### src/logic/t900_pkg.sv
// ----------------------------------------
// t900 shared types
// decoder phases, ALU codes, widths and the write bundle
// ----------------------------------------
`default_nettype none

package t900_pkg;

    typedef enum logic [2:0] {
        FETCH,
        IDX,
        LD_RAM,
        EXEC,
        FILL_IMM
    } phase_t;

    typedef enum logic [1:0] {
        ALU_NOP,
        ALU_MOVE
    } alu_op_t;

    typedef enum logic [1:0] {
        W_BYTE,
        W_WORD,
        W_LONG
    } width_t;

    // bits 4:2 pick the 32-bit register, bits 1:0 the byte lane
    typedef logic [7:0] reg_code_t;

    typedef struct packed {
        alu_op_t     op;
        logic        smux;      // 1 selects the immediate
        logic        wait_imm;  // upper immediate bytes still missing
        logic [31:0] imm;
        reg_code_t   src;
        reg_code_t   dst;
        width_t      width;
    } alu_ctrl_t;

    typedef struct packed {
        logic        we;
        reg_code_t   dst;
        width_t      width;
        logic [31:0] data;
    } reg_wr_t;

    // short 3-bit code to a current bank register, lane 0
    function automatic reg_code_t expand_reg(input logic [2:0] short_code);
        return {3'b111, short_code, 2'b00};
    endfunction

endpackage

`default_nettype wire

### src/logic/t900_alu.sv
// ----------------------------------------
// t900 move ALU
// immediate or register source to a write
// ----------------------------------------
`timescale 1ns/1ps
`default_nettype none

module t900_alu (
    input  logic                clk,
    input  logic                rst,
    input  logic                cen,
    input  t900_pkg::alu_ctrl_t alu,
    output t900_pkg::reg_code_t src_sel,
    input  logic [31:0]         src_data,
    output t900_pkg::reg_wr_t   wr
);

    logic [31:0] lane;
    logic [31:0] reg_val;

    assign src_sel = alu.src;

    always_comb begin
        lane = src_data >> {alu.src[1:0], 3'b000};
        case (alu.width)
            t900_pkg::W_BYTE: reg_val = {24'd0, lane[7:0]};
            t900_pkg::W_WORD: reg_val = alu.src[1] ? {16'd0, src_data[31:16]}
                                                   : {16'd0, src_data[15:0]};
            default:          reg_val = src_data;
        endcase
    end

    always_ff @(posedge clk or posedge rst) begin
        if (rst) begin
            wr <= '0;
        end else begin
            wr <= '0;   // single clock write strobe, all zero when idle
            if (cen && alu.op == t900_pkg::ALU_MOVE && !alu.wait_imm) begin
                wr.we    <= 1'b1;
                wr.dst   <= alu.dst;
                wr.width <= alu.width;
                wr.data  <= alu.smux ? alu.imm : reg_val;
            end
        end
    end

endmodule

`default_nettype wire

### src/logic/t900_core.sv
// ----------------------------------------
// t900 core slice
// fetch, decode, index, move ALU and registers
// ----------------------------------------
`timescale 1ns/1ps
`default_nettype none

module t900_core #(
    parameter int ROM_AW = 12,
    parameter int RAM_AW = 10
) (
    input  logic                clk,
    input  logic                rst,
    input  logic                cen,
    output logic [ROM_AW-1:0]   rom_addr,
    input  logic [7:0]          rom_data,
    output logic [RAM_AW-1:0]   ram_addr,
    output logic                ram_rd,
    input  logic [31:0]         ram_data,
    output t900_pkg::reg_wr_t   reg_wr,
    input  t900_pkg::reg_code_t dbg_sel,
    output logic [31:0]         dbg_data
);

    logic [31:0]         op;
    logic                op_ok;
    logic [1:0]          fetched;
    logic                idx_en;
    logic                idx_ok;
    logic                ldram_en;
    t900_pkg::reg_code_t ld_dst;
    t900_pkg::width_t    ld_width;
    t900_pkg::alu_ctrl_t alu;
    t900_pkg::reg_code_t alu_sel;
    t900_pkg::reg_code_t idx_sel;
    logic [31:0]         alu_data;
    logic [31:0]         idx_data;
    t900_pkg::reg_wr_t   alu_wr;
    t900_pkg::reg_wr_t   idx_wr;

    // the decoder never lets both units write in the same cycle
    assign reg_wr = t900_pkg::reg_wr_t'(alu_wr | idx_wr);

    t900_fetch #(.ROM_AW(ROM_AW)) i_fetch (
        .clk      (clk),
        .rst      (rst),
        .cen      (cen),
        .fetched  (fetched),
        .rom_addr (rom_addr),
        .rom_data (rom_data),
        .op       (op),
        .op_ok    (op_ok)
    );

    t900_ctrl i_ctrl (
        .clk      (clk),
        .rst      (rst),
        .cen      (cen),
        .op       (op),
        .op_ok    (op_ok),
        .idx_ok   (idx_ok),
        .fetched  (fetched),
        .idx_en   (idx_en),
        .ldram_en (ldram_en),
        .ld_dst   (ld_dst),
        .ld_width (ld_width),
        .alu      (alu)
    );

    t900_idx #(.RAM_AW(RAM_AW)) i_idx (
        .clk      (clk),
        .rst      (rst),
        .cen      (cen),
        .idx_en   (idx_en),
        .op       (op),
        .idx_ok   (idx_ok),
        .rd_sel   (idx_sel),
        .rd_data  (idx_data),
        .ldram_en (ldram_en),
        .ld_dst   (ld_dst),
        .ld_width (ld_width),
        .ram_addr (ram_addr),
        .ram_rd   (ram_rd),
        .ram_data (ram_data),
        .wr       (idx_wr)
    );

    t900_alu i_alu (
        .clk      (clk),
        .rst      (rst),
        .cen      (cen),
        .alu      (alu),
        .src_sel  (alu_sel),
        .src_data (alu_data),
        .wr       (alu_wr)
    );

    t900_regs i_regs (
        .clk      (clk),
        .rst      (rst),
        .wr       (reg_wr),
        .rd_a_sel (alu_sel),
        .rd_b_sel (idx_sel),
        .rd_a     (alu_data),
        .rd_b     (idx_data),
        .dbg_sel  (dbg_sel),
        .dbg_data (dbg_data)
    );

endmodule

`default_nettype wire

### src/logic/t900_ctrl.sv
// ----------------------------------------
// t900 decoder
// register load opcodes to ALU, index and load controls
// ----------------------------------------
`timescale 1ns/1ps
`default_nettype none

module t900_ctrl (
    input  logic                  clk,
    input  logic                  rst,
    input  logic                  cen,
    input  logic [31:0]           op,
    input  logic                  op_ok,
    input  logic                  idx_ok,
    output logic [1:0]            fetched,
    output logic                  idx_en,
    output logic                  ldram_en,
    output t900_pkg::reg_code_t   ld_dst,
    output t900_pkg::width_t      ld_width,
    output t900_pkg::alu_ctrl_t   alu
);

    t900_pkg::phase_t    phase;
    t900_pkg::phase_t    nx_phase;
    t900_pkg::alu_ctrl_t nx_alu;
    logic                nx_idx_en;
    logic                nx_ldram_en;
    t900_pkg::reg_code_t nx_ld_dst;
    t900_pkg::width_t    nx_ld_width;

    always_comb begin
        fetched     = 2'd0;
        nx_phase    = phase;
        nx_alu      = alu;
        nx_alu.op   = t900_pkg::ALU_NOP;    // move is a one cycle strobe
        nx_idx_en   = idx_en;
        nx_ldram_en = 1'b0;
        nx_ld_dst   = ld_dst;
        nx_ld_width = ld_width;
        if (op_ok) begin
            case (phase)
                t900_pkg::FETCH: begin
                    casez (op[7:0])
                        8'b0010_0???, 8'b0011_0???, 8'b0100_0???: begin // LD R,#
                            nx_alu.dst      = t900_pkg::expand_reg(op[2:0]);
                            nx_alu.width    = t900_pkg::width_t'({op[6], op[4]});
                            nx_alu.imm      = {24'd0, op[15:8]};
                            nx_alu.op       = t900_pkg::ALU_MOVE;
                            nx_alu.smux     = 1'b1;
                            nx_alu.wait_imm = 1'b0;
                            fetched         = 2'd2;
                            if (nx_alu.width != t900_pkg::W_BYTE) begin
                                nx_alu.wait_imm = 1'b1;
                                nx_phase        = t900_pkg::FILL_IMM;
                            end
                        end
                        8'b100?_0???, 8'b1010_0???: begin   // (R) memory prefix
                            nx_idx_en   = 1'b1;
                            nx_ld_width = t900_pkg::width_t'(op[5:4]);
                            nx_phase    = t900_pkg::IDX;
                        end
                        8'b110?_1???, 8'b1110_1???: begin   // short r prefix
                            nx_alu.dst   = t900_pkg::expand_reg(op[2:0]);
                            nx_alu.width = t900_pkg::width_t'(op[5:4]);
                            fetched      = 2'd1;
                            nx_phase     = t900_pkg::EXEC;
                        end
                        8'b110?_0111, 8'b1110_0111: begin   // full register code
                            nx_alu.dst   = op[15:8];
                            nx_alu.width = t900_pkg::width_t'(op[5:4]);
                            fetched      = 2'd2;
                            nx_phase     = t900_pkg::EXEC;
                        end
                        default: fetched = 2'd1;            // illegal, skip it
                    endcase
                end
                t900_pkg::IDX: begin
                    if (idx_ok) begin
                        nx_idx_en = 1'b0;
                        if (op[15:11] == 5'b0010_0) begin   // LD R,(mem)
                            nx_ldram_en = 1'b1;
                            nx_ld_dst   = t900_pkg::expand_reg(op[10:8]);
                            nx_phase    = t900_pkg::LD_RAM;
                        end else begin
                            fetched  = 2'd1;
                            nx_phase = t900_pkg::FETCH;
                        end
                    end
                end
                t900_pkg::LD_RAM: begin
                    // hold the queue until the load is on its way to the registers
                    if (!ldram_en) begin
                        fetched  = 2'd2;
                        nx_phase = t900_pkg::FETCH;
                    end
                end
                t900_pkg::EXEC: begin
                    nx_phase = t900_pkg::FETCH;
                    fetched  = 2'd1;
                    casez (op[7:0])
                        8'b1000_1???: begin                 // LD R,r
                            nx_alu.src  = alu.dst;
                            nx_alu.dst  = t900_pkg::expand_reg(op[2:0]);
                            nx_alu.op   = t900_pkg::ALU_MOVE;
                            nx_alu.smux = 1'b0;
                        end
                        8'b1001_1???: begin                 // LD r,R
                            nx_alu.src  = t900_pkg::expand_reg(op[2:0]);
                            nx_alu.op   = t900_pkg::ALU_MOVE;
                            nx_alu.smux = 1'b0;
                        end
                        8'b1010_1???: begin                 // LD r,#3
                            nx_alu.imm  = {29'd0, op[2:0]};
                            nx_alu.op   = t900_pkg::ALU_MOVE;
                            nx_alu.smux = 1'b1;
                        end
                        8'b0000_0011: begin                 // LD r,#
                            nx_alu.imm  = {24'd0, op[15:8]};
                            nx_alu.op   = t900_pkg::ALU_MOVE;
                            nx_alu.smux = 1'b1;
                            fetched     = 2'd2;
                            if (alu.width != t900_pkg::W_BYTE) begin
                                nx_alu.wait_imm = 1'b1;
                                nx_phase        = t900_pkg::FILL_IMM;
                            end
                        end
                        default: ;
                    endcase
                end
                t900_pkg::FILL_IMM: begin
                    nx_alu.op       = t900_pkg::ALU_MOVE;
                    nx_alu.wait_imm = 1'b0;
                    nx_phase        = t900_pkg::FETCH;
                    if (alu.width == t900_pkg::W_WORD) begin
                        nx_alu.imm[31:8] = {16'd0, op[7:0]};
                        fetched          = 2'd1;
                    end else begin
                        nx_alu.imm[31:8] = op[23:0];
                        fetched          = 2'd3;
                    end
                end
                default: nx_phase = t900_pkg::FETCH;
            endcase
        end
    end

    always_ff @(posedge clk or posedge rst) begin
        if (rst) begin
            phase    <= t900_pkg::FETCH;
            alu      <= '0;
            idx_en   <= 1'b0;
            ldram_en <= 1'b0;
            ld_dst   <= '0;
            ld_width <= t900_pkg::W_BYTE;
        end else if (cen) begin
            phase    <= nx_phase;
            alu      <= nx_alu;
            idx_en   <= nx_idx_en;
            ldram_en <= nx_ldram_en;
            ld_dst   <= nx_ld_dst;
            ld_width <= nx_ld_width;
        end
    end

endmodule

`default_nettype wire

### src/logic/t900_fetch.sv
// ----------------------------------------
// t900 fetch unit
// four byte opcode window refilled from the program ROM
// ----------------------------------------
`timescale 1ns/1ps
`default_nettype none

module t900_fetch #(
    parameter int ROM_AW = 12
) (
    input  logic              clk,
    input  logic              rst,
    input  logic              cen,
    input  logic [1:0]        fetched,
    output logic [ROM_AW-1:0] rom_addr,
    input  logic [7:0]        rom_data,
    output logic [31:0]       op,
    output logic              op_ok
);

    logic [31:0]       queue;   // byte 0 at the front
    logic [2:0]        count;
    logic [ROM_AW-1:0] ptr;     // next ROM byte to request
    logic              pend;    // rom_data holds the byte at ptr-1
    logic [2:0]        keep;
    logic [2:0]        fill;
    logic [31:0]       shifted;

    assign op    = queue;
    assign op_ok = count == 3'd4;

    // while stalled, keep showing the address of the byte in flight
    assign rom_addr = (pend && !cen) ? ptr - 1'b1 : ptr;

    always_comb begin
        keep    = op_ok ? count - {1'b0, fetched} : count;
        shifted = op_ok ? queue >> {fetched, 3'b000} : queue;
        fill    = keep + {2'b00, pend};
    end

    always_ff @(posedge clk or posedge rst) begin
        if (rst) begin
            count <= 3'd0;
            ptr   <= '0;
            pend  <= 1'b0;
        end else if (cen) begin
            count <= fill;
            pend  <= fill != 3'd4;          // request only if it will fit
            if (fill != 3'd4) begin
                ptr <= ptr + 1'b1;
            end
        end
    end

    always_ff @(posedge clk) begin
        if (cen) begin
            queue <= shifted;
            if (pend) begin
                queue[{keep[1:0], 3'b000} +: 8] <= rom_data;    // append at the back
            end
        end
    end

endmodule

`default_nettype wire

### src/logic/t900_idx.sv
// ----------------------------------------
// t900 index unit
// register indirect address and data RAM load
// ----------------------------------------
`timescale 1ns/1ps
`default_nettype none

module t900_idx #(
    parameter int RAM_AW = 10
) (
    input  logic                clk,
    input  logic                rst,
    input  logic                cen,
    input  logic                idx_en,
    input  logic [31:0]         op,
    output logic                idx_ok,
    output t900_pkg::reg_code_t rd_sel,
    input  logic [31:0]         rd_data,
    input  logic                ldram_en,
    input  t900_pkg::reg_code_t ld_dst,
    input  t900_pkg::width_t    ld_width,
    output logic [RAM_AW-1:0]   ram_addr,
    output logic                ram_rd,
    input  logic [31:0]         ram_data,
    output t900_pkg::reg_wr_t   wr
);

    logic        rd_pend;   // RAM data valid this cycle
    logic [31:0] ld_val;

    assign rd_sel = t900_pkg::expand_reg(op[2:0]);  // prefix byte still at the front

    always_comb begin
        case (ld_width)
            t900_pkg::W_BYTE: ld_val = {24'd0, ram_data[7:0]};
            t900_pkg::W_WORD: ld_val = {16'd0, ram_data[15:0]};
            default:          ld_val = ram_data;
        endcase
    end

    always_ff @(posedge clk or posedge rst) begin
        if (rst) begin
            idx_ok  <= 1'b0;
            ram_rd  <= 1'b0;
            rd_pend <= 1'b0;
            wr      <= '0;
        end else begin
            wr <= '0;   // all zero when idle, merged with the ALU write
            if (cen) begin
                idx_ok  <= idx_en && !idx_ok;  // one pulse per request
                ram_rd  <= ldram_en;
                rd_pend <= ram_rd;
                if (rd_pend) begin
                    wr.we    <= 1'b1;
                    wr.dst   <= ld_dst;
                    wr.width <= ld_width;
                    wr.data  <= ld_val;
                end
            end
        end
    end

    always_ff @(posedge clk) begin
        if (cen && idx_en && !idx_ok) begin
            ram_addr <= rd_data[RAM_AW-1:0];
        end
    end

endmodule

`default_nettype wire

### src/logic/t900_regs.sv
// ----------------------------------------
// t900 register file
// eight current bank registers, lane writes
// ----------------------------------------
`timescale 1ns/1ps
`default_nettype none

module t900_regs (
    input  logic                clk,
    input  logic                rst,
    input  t900_pkg::reg_wr_t   wr,
    input  t900_pkg::reg_code_t rd_a_sel,
    input  t900_pkg::reg_code_t rd_b_sel,
    output logic [31:0]         rd_a,
    output logic [31:0]         rd_b,
    input  t900_pkg::reg_code_t dbg_sel,
    output logic [31:0]         dbg_data
);

    logic [31:0] xr [8];    // XWA .. XSP
    logic        cur_bank;

    assign cur_bank = wr.dst[7:5] == 3'b111;   // lower codes are banked, not kept

    // banked codes read as zero
    assign rd_a     = rd_a_sel[7:5] == 3'b111 ? xr[rd_a_sel[4:2]] : 32'd0;
    assign rd_b     = rd_b_sel[7:5] == 3'b111 ? xr[rd_b_sel[4:2]] : 32'd0;
    assign dbg_data = dbg_sel[7:5] == 3'b111 ? xr[dbg_sel[4:2]] : 32'd0;

    always_ff @(posedge clk or posedge rst) begin
        if (rst) begin
            xr <= '{default: 32'd0};
        end else if (wr.we && cur_bank) begin
            case (wr.width)
                t900_pkg::W_BYTE: begin
                    xr[wr.dst[4:2]][{wr.dst[1:0], 3'b000} +: 8] <= wr.data[7:0];
                end
                t900_pkg::W_WORD: begin
                    xr[wr.dst[4:2]][{wr.dst[1], 4'b0000} +: 16] <= wr.data[15:0];
                end
                default: xr[wr.dst[4:2]] <= wr.data;
            endcase
        end
    end

endmodule

`default_nettype wire

### config.mk
export PLATFORM = sky130hd
export DESIGN_NAME = t900_core
export DESIGN_NICKNAME = d
export VERILOG_FILES = /design/src/logic/t900_pkg.sv /design/src/logic/t900_alu.sv /design/src/logic/t900_core.sv /design/src/logic/t900_ctrl.sv /design/src/logic/t900_fetch.sv /design/src/logic/t900_idx.sv /design/src/logic/t900_regs.sv
export SDC_FILE = /design/constraint.sdc
export NUM_CORES = 2
export LEC_CHECK = 0
export BUFFER_PORTS_ARGS = -buffer_cell sky130_fd_sc_hd__clkbuf_2
export CAP_MARGIN = 20
export CORE_MARGIN = 2
export CORE_UTILIZATION = 50
export CTS_BUF_LIST = sky130_fd_sc_hd__clkbuf_4 sky130_fd_sc_hd__clkbuf_8 sky130_fd_sc_hd__clkbuf_16
export DETAILED_ROUTE_END_ITERATION = 10
export PLACE_DENSITY = 0.74
export SLEW_MARGIN = 20
export SYNTH_ARGS = -nofsm -noshare
export SYNTH_HDL_FRONTEND = slang
export SYNTH_SLANG_ARGS = --single-unit
### constraint.sdc
create_clock -name clk -period 25.7 [get_ports clk]
set_input_delay 2.57 -clock clk [delete_from_list [all_inputs] [get_ports clk]]
set_output_delay 2.57 -clock clk [all_outputs]
set_load 0.01 [all_outputs]
==> summary by stage <==
Status
The flow ran to the end, and the final reports show no timing, DRC or antenna violations.

CTS
Counting the buffers created by CTS gives 53. Clock-pin slew was measured on the worst setup and hold paths at 0.06 ns. For this design, the CTS-stage hold fixing added 0 buffers. The clock passes through at most 3 buffers. The number of levels in the clock H-tree is 2. The number of gates resized after CTS was 0.

TritonCTS built the clock tree. The clock net in this run drives a total of 463 sinks. The insertion delay to the later sink of the worst-skew pair is 0.65 ns. Post-CTS timing repair inserted 0 buffers for setup. The tree is rooted in a sky130_fd_sc_hd__clkbuf_16.

STA
The count of endpoints failing hold in the final timing report is 0. The count of pins over their slew limit is 0. Timing would allow up to 126 MHz. After layout, the worst path uses 30.9% of the clock period. Setup repair after global routing left no endpoint under its margin. The worst relative slew slack is 11.1%. The minimum period implied by the final worst setup slack is 7.93 ns. The final-layout setup total negative slack is 0 ns. The slew at the pin closest to its max-slew limit is 1.33 ns.

The clock arrives with 0.0321 ns of skew. The final number of setup-violating endpoints is 0.

Drt
The post-detailed-route DRC marker count is 0. The average vias per placed instance is 7.25. After detailed routing, the total wire length is 134,000 um. The count of nets left with antenna violations once routing finished came out at 0.

The first-pass detailed-route iteration total is 7. The DRC marker count from the first detailed-route iteration is 5,406. Dividing the detail-routed wire length by the instance count gives 29.2 um. The via total after detailed routing is 33,300.

Floorplan
The initial utilization of the core area, before any placement, comes to 50.4%. The horizontal extent of the die is 258 um. After floorplanning, the core was divided into 93 placement rows. The floorplan core area is 64,100 um2.

149 I/O pins were placed. The full die area is 66,600 um2. The die is 258 um tall.

Power and ir drop
Registers are responsible for 40.2% of the overall power. The worst voltage drop across the vdd grid is 80.8 uV. The power spent charging and discharging nets is 0.000780 W.

The static leakage is 14.2 nW. The ratio of total power to cell area is 64.8 nW/um2. The switching share of power is 33.9%. The power share of the clock group is 36.1%. The internal power component is 0.00152 W.

The total power is 0.00230 W. Per report_power, the combinational group accounts for 23.8% of the total.

Global routing
The pin count of the biggest net entering global routing is 150. The via count of the first global-routing pass came to 31,300. The number of antenna violations at the first check in global routing is 5. The global-route wire length before repair is 198,000 um. The global routing usage summed across all routing layers is 39.5%. The overall overflow remaining after global route is 0.

Synthesis
Each instance of the synthesized netlist takes up on average 8.66 um2. The share of flip-flops with an asynchronous set or reset after synthesis is 90.9%. Summing every instance area after synthesis gives 32,300 um2. The count of distinct cell types in the synthesized netlist is 77. Sequential elements use 36.5% of the synthesized area.

The number of warnings reported in the yosys synthesis log is 0. The leading register cell type out of synthesis is sky130_fd_sc_hd__dfrtp_1. The number of instances in the synthesized netlist is 3,728.

The count of flip-flops with a built-in enable after synthesis is 42. The number of nets in the synthesized netlist is 3,795. The flip-flop and latch count after synthesis is 463.

Setup path
The setup path with the least slack is of type in -> out. The data arrival time of the worst path is 5.36 ns. Along the worst path, the maximum fanout reaches 38. The capturing element type of the critical path is a primary output.

STA classifies the critical path startpoint as an input port. The slack of the worst reg-to-reg path is 20.63 ns. The launch point of the worst path is dbg_sel[2]. STA puts the critical path data required time at 23.13 ns. The critical register-to-register path startpoint is i_fetch.op[4].

Worst hold path
In this run the most critical hold path is launched from i_ctrl.ld_dst[5]. The class of the most critical hold timing path is reg -> reg.

Layout
The share of final-layout standard cells stronger than drive strength 1 is 15.6%. The utilization after layout is 55.3%. The filler cell count in the final layout is 5,650. At the end of the flow, the number of nets in the layout was 3,752. The area overhead of the layout relative to synthesis is 9.87%.

Flow run
The max-cap check violation count is 0.

Place
The wire-length estimate of the detail-placed layout is 84,100 um. The final weighted congestion in routability-driven placement is 1.00. During placement, the flow inserted port buffers numbering 146.
==> metrics by stage <==
stage / worst slack (ns) / hold slack [ns] / area (um2) / instances
3_3_place_gp: 17.89 / 0.446 / 33600 / 4484
2_1_floorplan: 11.41 / 0.432 / 32300 / 3728
4_1_cts: 17.90 / 0.465 / 35500 / 4581
6_report: 17.77 / 0.462 / 35500 / 4585
5_1_grt: 17.64 / 0.501 / 35500 / 4581
3_5_place_dp: 17.89 / 0.448 / 33600 / 4485
==> worst max-delay path, stage by stage <==
cell and delay (ns):
sky130_fd_sc_hd__buf_4 0.52, sky130_fd_sc_hd__buf_4 0.79, sky130_fd_sc_hd__mux4_2 0.59, sky130_fd_sc_hd__mux2i_1 0.58
sky130_fd_sc_hd__nor2_1 0.09, sky130_fd_sc_hd__clkbuf_2 0.17
==> path summary, 6_finish.rpt <==
path	endpoint	depth (start not counted)
max reg2reg	i_fetch.op[20]	13
min reg2reg	i_ctrl.ld_dst[5]	1
min in group asynchronous	i_fetch.ptr[11]	2
max	dbg_data[18]	6
max in group asynchronous	asynchronous set/reset pin	4
min	i_ctrl.ld_dst[5]	1
==> power groups by stage <==
stage                     clock (W)  combinational, W  sequential [W]
final                      0.000830          0.000546        0.000924
after global routing       0.000859          0.000582        0.000933
after CTS                  0.000826          0.000531        0.000920
after detailed placement          0          0.000529        0.000933
after global placement            0          0.000520        0.000932
after floorplan                   0          0.000417        0.000878
==> Yosys cell counts (all sizes together), types with 4 or more instances <==
cell	number	share of area, %
nor2	594	6.9
dfrtp	421	33
o21ai	408	6.3
nand2	370	4.3
clkbuf	244	2.8
a21oi	220	3.4
o21a	181	4.2
mux4	148	10
nor3	126	2.0
o221ai	89	2.4
buf	82	1.3
o211ai	75	1.7
mux2i	74	2.3
o2111ai	70	1.9
inv	60	0.70
and3	51	0.99
and2	42	0.81
edfxtp	42	3.9
a221oi	39	1.1
nand3	38	0.59
mux2	35	1.2
a22oi	33	0.77
a22o	32	0.87
a211oi	27	0.63
or2	24	0.46
a31oi	23	0.49
nand2b	18	0.37
a2bb2oi	17	0.46
ha	15	0.58
xnor2	15	0.41
a41oi	14	0.38
a21o	13	0.30
or4	9	0.24
a221o	8	0.25
nor4	8	0.24
nand3b	7	0.16
nand4	7	0.14
xor2	7	0.19
clkinv	5	0.058
nor3b	5	0.18
nor2b	4	0.077
o311ai	4	0.11
o31ai	4	0.093
or3	4	0.093
==> logic make-up after synthesis <==
group / share of synthesized area [%]
compound gates: 25.8
mux: 13.8
xor+xnor: 0.597
fa+ha+maj: 0.643
buf+inv: 4.89
simple gates: 17.7
flops: 36.5
==> layout by cell type (no fill, tap or decap), types with 51 or more instances in the layout <==
cell type                   instances
sky130_fd_sc_hd__a21oi_1          215
sky130_fd_sc_hd__and3_1            51
sky130_fd_sc_hd__buf_4             82
sky130_fd_sc_hd__clkbuf_16         54
sky130_fd_sc_hd__clkbuf_2         144
sky130_fd_sc_hd__dfrtp_1          419
sky130_fd_sc_hd__inv_1             55
sky130_fd_sc_hd__mux2i_1           74
sky130_fd_sc_hd__mux4_2           148
sky130_fd_sc_hd__nand2_1          368
sky130_fd_sc_hd__nor2_1           582
sky130_fd_sc_hd__nor3_1           122
sky130_fd_sc_hd__o2111ai_1         70
sky130_fd_sc_hd__o211ai_1          75
sky130_fd_sc_hd__o21a_1           180
sky130_fd_sc_hd__o21ai_0          361
sky130_fd_sc_hd__o221ai_1          89
==> routing by layer <==
metal	vias to the layer above	wire length [um]	global-route usage (%)
li1	13700	-	-
met1	15800	45100	48.4
met2	2875	54700	56.0
met3	878	22100	17.6
met4	6	11700	26.9
met5	-	46	0
==> area by class of cell <==
class	count	area [um2]	share of cell area [%]
Tap cell	855	1070	3.02
Multi-Input combinational cell	2874	19100	53.9
Inverter	65	251	0.709
Antenna cell	4	10.0	0.0282
Timing Repair Buffer	228	1380	3.90
Clock inverter	24	334	0.942
Sequential cell	463	11800	33.3
Clock buffer	72	1520	4.28
(Power assumes the default switching activity.)
